`config.mk`:
```
export PLATFORM = sky130hd
export DESIGN_NAME = ow_temp_reader
export DESIGN_NICKNAME = d
export VERILOG_FILES = /design/src/ow_bus_pkg.sv /design/src/temp_pkg.sv /design/src/ow_line_input.sv /design/src/ow_slot_engine.sv /design/src/ow_sequencer.sv /design/src/ow_temp_reader.sv
export VERILOG_INCLUDE_DIRS = /design/src
export SDC_FILE = /design/constraint.sdc
export NUM_CORES = 1
export LEC_CHECK = 0
export ABC_AREA = 1
export BUFFER_PORTS_ARGS = -buffer_cell sky130_fd_sc_hd__buf_2
export CORE_ASPECT_RATIO = 0.7
export CORE_MARGIN = 2
export CORE_UTILIZATION = 35
export DETAILED_ROUTE_END_ITERATION = 8
export GPL_ROUTABILITY_DRIVEN = 0
export PLACE_DENSITY = 0.64
export SLEW_MARGIN = 20
export SYNTH_ARGS = -nofsm -noshare
export SYNTH_HDL_FRONTEND = slang
export SYNTH_HIERARCHICAL = 1
export SYNTH_SLANG_ARGS = --single-unit
```
`constraint.sdc`:
```
create_clock -name strobe -period 1.85 [get_ports strobe]
set_input_delay 0.185 -clock strobe [delete_from_list [all_inputs] [get_ports strobe]]
set_output_delay 0.185 -clock strobe [all_outputs]
set_load 0.005 [all_outputs]
```
`src/ow_defines.svh`:
```
`ifndef OW_DEFINES_SVH
`define OW_DEFINES_SVH

// Strobe cycles per microsecond tick.
`define OW_TICK_DIV 4

// Reset slot timing in ticks.
`define OW_RESET_LOW        480
`define OW_PRESENCE_SAMPLE  70   // Counted from the release of the reset pulse.
`define OW_RESET_TOTAL      960

// Write and read slot timing in ticks.
`define OW_SLOT        65
`define OW_WRITE1_LOW  6
`define OW_WRITE0_LOW  60
`define OW_READ_LOW    6
`define OW_READ_SAMPLE 15

// Command bytes.
`define OW_CMD_SKIP_ROM     8'hCC
`define OW_CMD_CONVERT      8'h44
`define OW_CMD_READ_SCRATCH 8'hBE

// Read slots polled before the conversion is given up.
`define OW_POLL_LIMIT 64

`endif

```
`src/ow_bus_pkg.sv`:
```
`default_nettype none

package ow_bus_pkg;

    // One timed action on the line.
    typedef enum logic [1:0] {
        SLOT_RESET  = 2'd0,
        SLOT_WRITE0 = 2'd1,
        SLOT_WRITE1 = 2'd2,
        SLOT_READ   = 2'd3
    } slot_op_t;

    typedef enum logic [2:0] {
        PH_IDLE     = 3'd0,
        PH_RESET    = 3'd1,
        PH_SKIP_ROM = 3'd2,
        PH_CONVERT  = 3'd3,
        PH_POLL     = 3'd4, // Waits for the conversion to finish.
        PH_READ_CMD = 3'd5,
        PH_READ     = 3'd6,
        PH_FINISH   = 3'd7  // Closing reset.
    } phase_t;

endpackage

`default_nettype wire

```
`src/temp_pkg.sv`:
```
`default_nettype none

package temp_pkg;

    // Scratchpad bytes 0 and 1 in sixteenths of a degree.
    typedef struct packed {
        logic [4:0] sign;  // Copies of the sign bit.
        logic [6:0] whole;
        logic [3:0] frac;
    } temp_fields_t;

    // Same word as shifted in from the bus and as decoded.
    typedef union packed {
        logic [15:0]  raw;
        temp_fields_t fields;
    } temp_word_u;

endpackage

`default_nettype wire

```
`src/ow_line_input.sv`:
```
`timescale 1ns/1ps
`default_nettype none
`include "ow_defines.svh"

module ow_line_input (
    input  logic strobe,
    input  logic rst,
    input  logic line_in,
    output logic us_tick,
    output logic line_sync
);

    localparam int DIV_W = (`OW_TICK_DIV > 1) ? $clog2(`OW_TICK_DIV) : 1;
    localparam logic [DIV_W-1:0] DIV_LAST = DIV_W'(`OW_TICK_DIV - 1);

    logic [DIV_W-1:0] div_cnt;
    logic             line_meta;

    always_ff @(posedge strobe or posedge rst) begin
        if (rst) begin
            div_cnt   <= '0;
            us_tick   <= 1'b0;
            line_meta <= 1'b1; // Released bus reads high.
            line_sync <= 1'b1;
        end else begin
            us_tick   <= (div_cnt == DIV_LAST);
            div_cnt   <= (div_cnt == DIV_LAST) ? '0 : div_cnt + 1'b1;
            line_meta <= line_in;
            line_sync <= line_meta;
        end
    end

    a_tick_single: assert property (
        @(posedge strobe) disable iff (rst) us_tick |=> !us_tick
    );

endmodule

`default_nettype wire

```
`src/ow_slot_engine.sv`:
```
`timescale 1ns/1ps
`default_nettype none
`include "ow_defines.svh"

module ow_slot_engine import ow_bus_pkg::*; (
    input  logic     strobe,
    input  logic     rst,
    input  logic     us_tick,
    input  logic     line_sync,
    input  logic     slot_start,
    input  slot_op_t slot_op,
    output logic     slot_busy,
    output logic     slot_done,
    output logic     slot_bit,
    output logic     line_drive_low
);

    localparam int CNT_W = $clog2(`OW_RESET_TOTAL + 1);

    slot_op_t         op_q;
    logic [CNT_W-1:0] tick_cnt;    // Ticks since the slot began.
    logic [CNT_W-1:0] low_last;
    logic [CNT_W-1:0] sample_last;
    logic [CNT_W-1:0] end_last;
    logic             sample_en;
    logic             sample_q;

    // Timing of the latched operation as the last tick of each interval.
    always_comb begin
        low_last    = CNT_W'(`OW_READ_LOW - 1);
        sample_last = CNT_W'(`OW_READ_SAMPLE - 1);
        end_last    = CNT_W'(`OW_SLOT - 1);
        sample_en   = 1'b0;
        case (op_q)
            SLOT_RESET: begin
                low_last    = CNT_W'(`OW_RESET_LOW - 1);
                sample_last = CNT_W'(`OW_RESET_LOW + `OW_PRESENCE_SAMPLE - 1);
                end_last    = CNT_W'(`OW_RESET_TOTAL - 1);
                sample_en   = 1'b1;
            end
            SLOT_WRITE0: begin
                low_last = CNT_W'(`OW_WRITE0_LOW - 1);
            end
            SLOT_WRITE1: begin
                low_last = CNT_W'(`OW_WRITE1_LOW - 1);
            end
            default: begin
                sample_en = 1'b1; // Read slot.
            end
        endcase
    end

    always_ff @(posedge strobe or posedge rst) begin
        if (rst) begin
            op_q           <= SLOT_RESET;
            tick_cnt       <= '0;
            slot_busy      <= 1'b0;
            slot_done      <= 1'b0;
            slot_bit       <= 1'b0;
            sample_q       <= 1'b0;
            line_drive_low <= 1'b0;
        end else begin
            slot_done <= 1'b0;
            if (slot_start && !slot_busy) begin
                op_q           <= slot_op;
                tick_cnt       <= '0;
                sample_q       <= 1'b0;
                slot_busy      <= 1'b1;
                line_drive_low <= 1'b1; // Every slot opens with the line low.
            end else if (slot_busy && us_tick) begin
                tick_cnt <= tick_cnt + 1'b1;
                if (tick_cnt == low_last) begin
                    line_drive_low <= 1'b0;
                end
                // A presence pulse holds the line low, so it reads inverted.
                if (sample_en && tick_cnt == sample_last) begin
                    sample_q <= (op_q == SLOT_RESET) ? !line_sync : line_sync;
                end
                if (tick_cnt == end_last) begin
                    slot_busy <= 1'b0;
                    slot_done <= 1'b1;
                    slot_bit  <= sample_q;
                end
            end
        end
    end

    a_start_when_idle: assert property (
        @(posedge strobe) disable iff (rst) slot_start |-> !slot_busy
    );

    a_drive_in_slot: assert property (
        @(posedge strobe) disable iff (rst) !slot_busy |-> !line_drive_low
    );

endmodule

`default_nettype wire

```
`src/ow_sequencer.sv`:
```
`timescale 1ns/1ps
`default_nettype none
`include "ow_defines.svh"

module ow_sequencer import ow_bus_pkg::*, temp_pkg::*; (
    input  logic              strobe,
    input  logic              rst,
    input  logic              read_request,
    input  logic              slot_busy,
    input  logic              slot_done,
    input  logic              slot_bit,
    output logic              slot_start,
    output slot_op_t          slot_op,
    output logic              busy,
    output logic              temp_valid,
    output logic              no_device,
    output phase_t            phase,
    output logic [15:0]       temp_raw,
    output logic signed [7:0] temp_whole,
    output logic [3:0]        temp_frac
);

    localparam int POLL_W = $clog2(`OW_POLL_LIMIT);
    localparam logic [POLL_W-1:0] POLL_LAST = POLL_W'(`OW_POLL_LIMIT - 1);

    logic [7:0]        cmd_shift;   // Command byte that goes out LSB first.
    logic [3:0]        bit_cnt;
    logic [POLL_W-1:0] poll_cnt;
    logic              waiting;     // A slot is issued and not yet done.
    logic              second_pass; // Set once the conversion is done.
    temp_word_u        word;

    assign slot_start = (phase != PH_IDLE) && !waiting && !slot_busy;

    always_comb begin
        case (phase)
            PH_SKIP_ROM, PH_CONVERT, PH_READ_CMD:
                slot_op = cmd_shift[0] ? SLOT_WRITE1 : SLOT_WRITE0;
            PH_POLL, PH_READ:
                slot_op = SLOT_READ;
            default:
                slot_op = SLOT_RESET;
        endcase
    end

    always_ff @(posedge strobe or posedge rst) begin
        if (rst) begin
            phase       <= PH_IDLE;
            busy        <= 1'b0;
            temp_valid  <= 1'b0;
            no_device   <= 1'b0;
            waiting     <= 1'b0;
            second_pass <= 1'b0;
            bit_cnt     <= '0;
            poll_cnt    <= '0;
            temp_raw    <= '0;
            temp_whole  <= '0;
            temp_frac   <= '0;
        end else begin
            temp_valid <= 1'b0;
            no_device  <= 1'b0;
            if (slot_start) begin
                waiting <= 1'b1;
            end else if (slot_done) begin
                waiting <= 1'b0;
            end
            bit_cnt <= slot_done ? bit_cnt + 1'b1 : bit_cnt;
            case (phase)
                PH_IDLE: begin
                    if (read_request) begin
                        phase       <= PH_RESET;
                        busy        <= 1'b1;
                        second_pass <= 1'b0;
                    end
                end
                PH_RESET: begin
                    bit_cnt <= '0;
                    if (slot_done && !slot_bit) begin
                        no_device <= 1'b1;
                        busy      <= 1'b0;
                        phase     <= PH_IDLE;
                    end else if (slot_done) begin
                        phase <= PH_SKIP_ROM;
                    end
                end
                PH_SKIP_ROM: begin
                    if (slot_done && bit_cnt == 4'd7) begin
                        bit_cnt <= '0;
                        phase   <= second_pass ? PH_READ_CMD : PH_CONVERT;
                    end
                end
                PH_CONVERT: begin
                    poll_cnt <= '0;
                    if (slot_done && bit_cnt == 4'd7) begin
                        phase <= PH_POLL;
                    end
                end
                PH_POLL: begin
                    if (slot_done && slot_bit) begin
                        second_pass <= 1'b1;
                        phase       <= PH_RESET;
                    end else if (slot_done && poll_cnt == POLL_LAST) begin
                        no_device <= 1'b1;
                        busy      <= 1'b0;
                        phase     <= PH_IDLE;
                    end else if (slot_done) begin
                        poll_cnt <= poll_cnt + 1'b1;
                    end
                end
                PH_READ_CMD: begin
                    if (slot_done && bit_cnt == 4'd7) begin
                        bit_cnt <= '0;
                        phase   <= PH_READ;
                    end
                end
                PH_READ: begin
                    if (slot_done && bit_cnt == 4'd15) begin
                        phase <= PH_FINISH;
                    end
                end
                default: begin
                    if (slot_done) begin // Closing reset ends the scratchpad read.
                        temp_raw   <= word.raw;
                        temp_whole <= {word.fields.sign[0], word.fields.whole};
                        temp_frac  <= word.fields.frac;
                        temp_valid <= 1'b1;
                        busy       <= 1'b0;
                        phase      <= PH_IDLE;
                    end
                end
            endcase
        end
    end

    always_ff @(posedge strobe) begin
        if (phase == PH_RESET) begin
            cmd_shift <= `OW_CMD_SKIP_ROM;
        end else if (phase == PH_SKIP_ROM && slot_done && bit_cnt == 4'd7) begin
            cmd_shift <= second_pass ? `OW_CMD_READ_SCRATCH : `OW_CMD_CONVERT;
        end else if (slot_done) begin
            cmd_shift <= {1'b0, cmd_shift[7:1]};
        end
        if (phase == PH_READ && slot_done) begin
            word.raw <= {slot_bit, word.raw[15:1]}; // Bits arrive LSB first.
        end
    end

    a_result_exclusive: assert property (
        @(posedge strobe) disable iff (rst) !(temp_valid && no_device)
    );

endmodule

`default_nettype wire

```
`src/ow_temp_reader.sv`:
```
`timescale 1ns/1ps
`default_nettype none

module ow_temp_reader import ow_bus_pkg::*; (
    input  logic              strobe,
    input  logic              rst,
    input  logic              read_request,
    input  logic              line_in,
    output logic              line_drive_low,
    output logic              busy,
    output logic              temp_valid,
    output logic [15:0]       temp_raw,
    output logic signed [7:0] temp_whole,
    output logic [3:0]        temp_frac,
    output logic              no_device,
    output phase_t            phase
);

    logic     us_tick;
    logic     line_sync;
    logic     slot_start;
    logic     slot_busy;
    logic     slot_done;
    logic     slot_bit;
    slot_op_t slot_op;

    // Input side.
    ow_line_input i_line_input (
        .strobe    (strobe),
        .rst       (rst),
        .line_in   (line_in),
        .us_tick   (us_tick),
        .line_sync (line_sync)
    );

    ow_sequencer i_sequencer (
        .strobe       (strobe),
        .rst          (rst),
        .read_request (read_request),
        .slot_busy    (slot_busy),
        .slot_done    (slot_done),
        .slot_bit     (slot_bit),
        .slot_start   (slot_start),
        .slot_op      (slot_op),
        .busy         (busy),
        .temp_valid   (temp_valid),
        .no_device    (no_device),
        .phase        (phase),
        .temp_raw     (temp_raw),
        .temp_whole   (temp_whole),
        .temp_frac    (temp_frac)
    );

    // Output side that times the line.
    ow_slot_engine i_slot_engine (
        .strobe         (strobe),
        .rst            (rst),
        .us_tick        (us_tick),
        .line_sync      (line_sync),
        .slot_start     (slot_start),
        .slot_op        (slot_op),
        .slot_busy      (slot_busy),
        .slot_done      (slot_done),
        .slot_bit       (slot_bit),
        .line_drive_low (line_drive_low)
    );

endmodule

`default_nettype wire

```
; Word level (Yosys, flattened, before mapping)
; Cells that the tools add are included.
[word_totals]
out_inout_bits = 35
word_cells = 164
regBits = 92
in_bits = 4
[classes]
reduce_logical = 45
eq_ne = 28
n_addsub = 4
mux = 60
bitwise = 3
[op_table]
columns = op, count
row1 = 2-to-1 mux 10 bit, 4
row2 = 2-to-1 mux 3 bit, 11
row3 = 2-to-1 mux 1 bit, 27
row4 = 2-to-1 mux 8 bit, 3
row5 = case mux 3 bit (7 select lines), 1
row6 = == test 10 bit, 2
row7 = 2-to-1 mux 6 bit, 3
row8 = case mux 9 bit (2 select lines), 1
row9 = "!= test 2 x 1 -> 1 bit, second input constant", 8
row10 = nonzero test 2 bit, 8
row11 = logical AND 1 bit, 13
row12 = case mux 6 bit (2 select lines), 1
row13 = "adder 10 x 1 -> 10 bit, second input constant", 1
row14 = == test 10 x 9 -> 1 bit, 1
row15 = "== test 3 bit, second input constant", 3
row16 = 2-to-1 mux 4 bit, 2
row17 = case mux 4 bit (2 select lines), 1
row18 = AND reduction 2 bit, 4
row19 = AND reduction 8 bit, 1
row20 = nonzero test 8 bit, 1
row21 = OR reduction 7 bit, 1
row22 = "adder 6 x 1 -> 6 bit, second input constant", 1
row23 = "== test 3 x 2 -> 1 bit, second input constant", 2
row24 = "== test 6 bit, second input constant", 1
row25 = other kinds (25), 39

; Longest topological paths before layout
[logic_depth]
ltp_word = 7
mapped_depth = 12
ltp_nobuf = 11

; Hierarchy
; Netlist, hierarchy kept.
[by_module_without_submodules]
columns = module, cells_per_inst, n_inst, area_each_um2, seq_area_each_um2
row1 = ow_sequencer, 296, 1, 2667.6, 1491.4
row2 = ow_slot_engine, 154, 1, 1079.8, 425.4
row3 = ow_line_input, 8, 1, 147.6, 127.6

; Least setup slack after synthesis
; OpenSTA, ideal clock, no wires.
[synth_timing]
path_kind = register to register
start = reg i_sequencer.phase[2]
end = reg i_sequencer/word[0] (netlist name), enable pin
path_slack_ns = 0.006
stages_incl_launch_ff = 6
n_path_buf = 1
setup_ns = 0.388
synth_period_minus_slack_ns = 1.844
t_arrival_ns = 1.456
t_required_ns = 1.462
path_cell_list = dfrtp_1 -> buf_4 -> inv_2 -> nor2_1 -> inv_1 -> nor2_1
[synth_via]
elab_chain_cells = 2
[synth_rtl]
columns = element, line_no
row1 = start: declaration, ow_sequencer.sv:17  ; output phase_t phase,
row2 = start signal: assignment, ow_sequencer.sv:89  ; phase <= second_pass ? PH_READ_CMD : PH_CONVERT;
row3 = == test 3 bit, ow_sequencer.sv:143  ; if (phase == PH_READ && slot_done) begin
row4 = logical AND 1 bit, ow_sequencer.sv:143
row5 = end: declaration, ow_sequencer.sv:31  ; temp_word_u word;
; No other way between the ends.
; A chain may end at the register's enable or synchronous reset.

; Final worst setup path
[layout_timing]
start = reg i_slot_engine.op_q[1]
end = reg i_slot_engine.slot_busy
[layout_via]
elab_chain_cells = 5
[layout_rtl]
columns = element, line_no
row1 = start: declaration, ow_slot_engine.sv:20  ; slot_op_t op_q;
row2 = start signal: assignment, ow_slot_engine.sv:65  ; op_q <= slot_op;
row3 = logical NOT 2 bit, ow_slot_engine.sv:34  ; case (op_q)
row4 = 2-to-1 mux 10 bit, ow_slot_engine.sv:34
row5 = == test 10 bit, ow_slot_engine.sv:79  ; if (tick_cnt == end_last) begin
row6 = nonzero test 2 bit (no line), --
row7 = AND reduction 2 bit (no line), --
row8 = end signal: assignment, ow_slot_engine.sv:57  ; slot_busy <= 1'b0;
row9 = end signal: assignment, ow_slot_engine.sv:68  ; slot_busy <= 1'b1;
row10 = end signal: assignment, ow_slot_engine.sv:80  ; slot_busy <= 1'b0;
row11 = end: declaration, ow_slot_engine.sv:12  ; output logic slot_busy,
; No other way between the ends.

==> reports/qor.yml <==
syn_area_mm2: 0.00389
area_growth_syn_to_layout_pct: 16.5
rsz0062_at_grt: "no"
die_h_um: 92.3
layout_common_cells: "149 x nand2_1, 54 x dfrtp_1, 41 x inv_1, 39 x nor2_1, 38 x buf_2"
die_area_mm2: 0.0120
setup_violations: 0
antenna_found_initial: 0
cts_tree: "built"
crit_end: "i_slot_engine/slot_busy"
p_total_mw: 5.40
required_ns: 2.08
syn_area_per_cell_um2: 8.50
clkSlewWorstSetupHoldPaths_ns: 0.06
tightest_slew_ns: 0.655
r2r-end: "i_slot_engine/slot_busy"
hold_viol: 0
slew_violations: 0
multi_input_area_mm2: 0.00151
via_per_inst: 4.56
leakagePower_nw: 2.27
outcome: "completed"
yosys-top-cells-area: "dfrtp_1 35%, nand2_1 14%, edfxtp_1 12%"
relSlewSlack: 0.563
post_dp_cell_area_mm2: 0.00422
drt_pass1_iterations: 5
critPathLaunch: "i_slot_engine/op_q[1]"
seq_area_frac_synth: 0.525
syn_inst: 458
reg2regPathDepth: 9
whs_ns: 0.215
max_freq_mhz: 618
diodes: 0
p_per_area_mw_per_mm2: 1190
clockRootBuffer: "clkbuf_16"
clkSinkCount: 80
layout.nets: 512
synth_top_area_frac: 0.347
synth_nets: 469
core_area_mm2: 0.0109
io_pins: 39
ant_nets: 0
hold_class: "primary input to flip-flop"
skew_ns: 0.00440
grt.total_usage: 0.141
crit_type: "flip-flop to flip-flop"
hpwl_mm: 5.60
grt_pass1_vias: 2791
postLayoutCoreUtil: 0.415
htree_levels: 3
ys_types: 35
rows: 32
wirelength_mm: 7.70
cp.arrival_ns: 1.85
grt_overflow_total: 0
r2r_setup_slack_ns: 0.23
clk_path_buf_depth: 2
final_layout_size_suffix_gt1_frac: 0.206
max_cap_violations: 0
timing.rr.start: "i_slot_engine/op_q[1]"
period_share: 0.874
drtIter0Drc: 192
die_x_um: 130
tns_ns: 0
clk_latency_ns: 0.33
yosys_warnings: 6
start_kind: "flip-flop"
fin_area_mm2: 0.00454
start_util: 0.356
ys_seq_elements: 80
port_buffers: 38
cp_max_fo: 10
min_period_ns: 1.62
fill_cells: 1081
drc: 0
seqCellArea_mm2: 0.00204
cts_made_buffers: 9
end_kind: "flip-flop"
mostFrequentLayoutCell: "nand2_1"
grt_pass1_wl_mm: 13.2
yosysTopAreaCell: "dfrtp_1"
avgRoutedWirePerCell_um: 11.7
peakVddDrop_mv: 0.453
grt_max_degree: 35
vias: 3005
==> state kept, by name, indices dropped and copies added (netlist names), 3 cells and up <==
register,cells
i_sequencer/cmd_shift,8
i_slot_engine/tick_cnt,10
i_sequencer/phase,3
i_sequencer/temp_raw,16
i_sequencer/poll_cnt,6
i_sequencer/word,16
i_sequencer/bit_cnt,4
==> area by class of cell <==
class | instances | area share
well taps | 153 | 0.0422
clock buffers | 10 | 0.0504
flip-flops and latches | 80 | 0.450
inverters | 48 | 0.0397
repair buffers | 53 | 0.0706
clock inverters | 6 | 0.0135
multi-input cells | 309 | 0.333
==> worst min path at each step <==
stage,to,cells past startpoint,start,slack [ns]
2_1_floorplan,i_line_input/div_cnt[0],1,rst,-0.04
3_3_place_gp,i_line_input/us_tick,2,rst,0.10
3_5_place_dp,i_line_input/us_tick,2,rst,0.12
4_1_cts,i_sequencer/busy,5,read_request,0.20
5_1_grt,i_sequencer/busy,5,read_request,0.23
6_report,i_sequencer/busy,5,read_request,0.21
==> layer usage <==
layer | GRT usage | vias up | wire [um] | part of all wire
met5 | 0 | - | 0 | 0
met4 | 0.0376 | 0 | 82 | 0.011
met3 | 0.0467 | 9 | 512 | 0.067
met2 | 0.195 | 91 | 3060 | 0.40
met1 | 0.208 | 1371 | 4040 | 0.52
li1 | - | 1534 | - | -
==> cell families after synthesis <==
family | count (synthesis) | share of synthesized area
AOI/OAI and AO/OA | 47 | 0.0687
xor gates and xnor gates | 9 | 0.0202
adders and majority gates | 7 | 0.0225
buffers and inverters | 69 | 0.0880
DFF | 80 | 0.525
and+or+nand+nor | 246 | 0.276
==> stage by stage <==
step           setup slack, ns  cells
6_report                 0.232    659
4_1_cts                  0.109    659
3_5_place_dp             0.120    641
5_1_grt                 0.0622    659
2_1_floorplan          0.00573    458
3_3_place_gp             0.184    641
==> report_power, final <==
part	total, mW	switching [mW]	leakage [nW]	internal [mW]
clock network	1.72	0.684	0.132	1.04
registers	2.11	0.166	0.948	1.95
logic	1.57	1.02	1.19	0.553
total	5.40	1.87	2.27	3.54
==> critical path: stages, from the launching register on <==
cell and delay (ns):
dfrtp_1 0.38, inv_1 0.11, ha_2 0.32, inv_2 0.09, o21ai_0 0.16, nand2_1 0.10
nor2_2 0.12, nand3_1 0.11, inv_1 0.09, nor2_1 0.04
==> cell usage after synthesis (all sizes together) <==
cell and number:
or2 4, o22ai 5, xnor2 2, nor2 47, dfrtp 54, clkbuf 1
o21ai 29, inv 48, nand2 156, xor2 7, a21o 1, nor3 8
a21oi 9, buf 20, dfxtp 8, nand3 26, nand4 4, o21bai 1
edfxtp 16, dfstp 2, nor4 1, ha 7, a31oi 2
==> timing repair <==
item                                    in CTS  in global routing
endpoints found under the hold margin       57                  0
hold buffers                                 2                  0
resized for setup                            0                  2
endpoints found under the setup margin       0                  6
setup buffers                                0                  0
No activity file was read; power rests on OpenSTA's default activity.
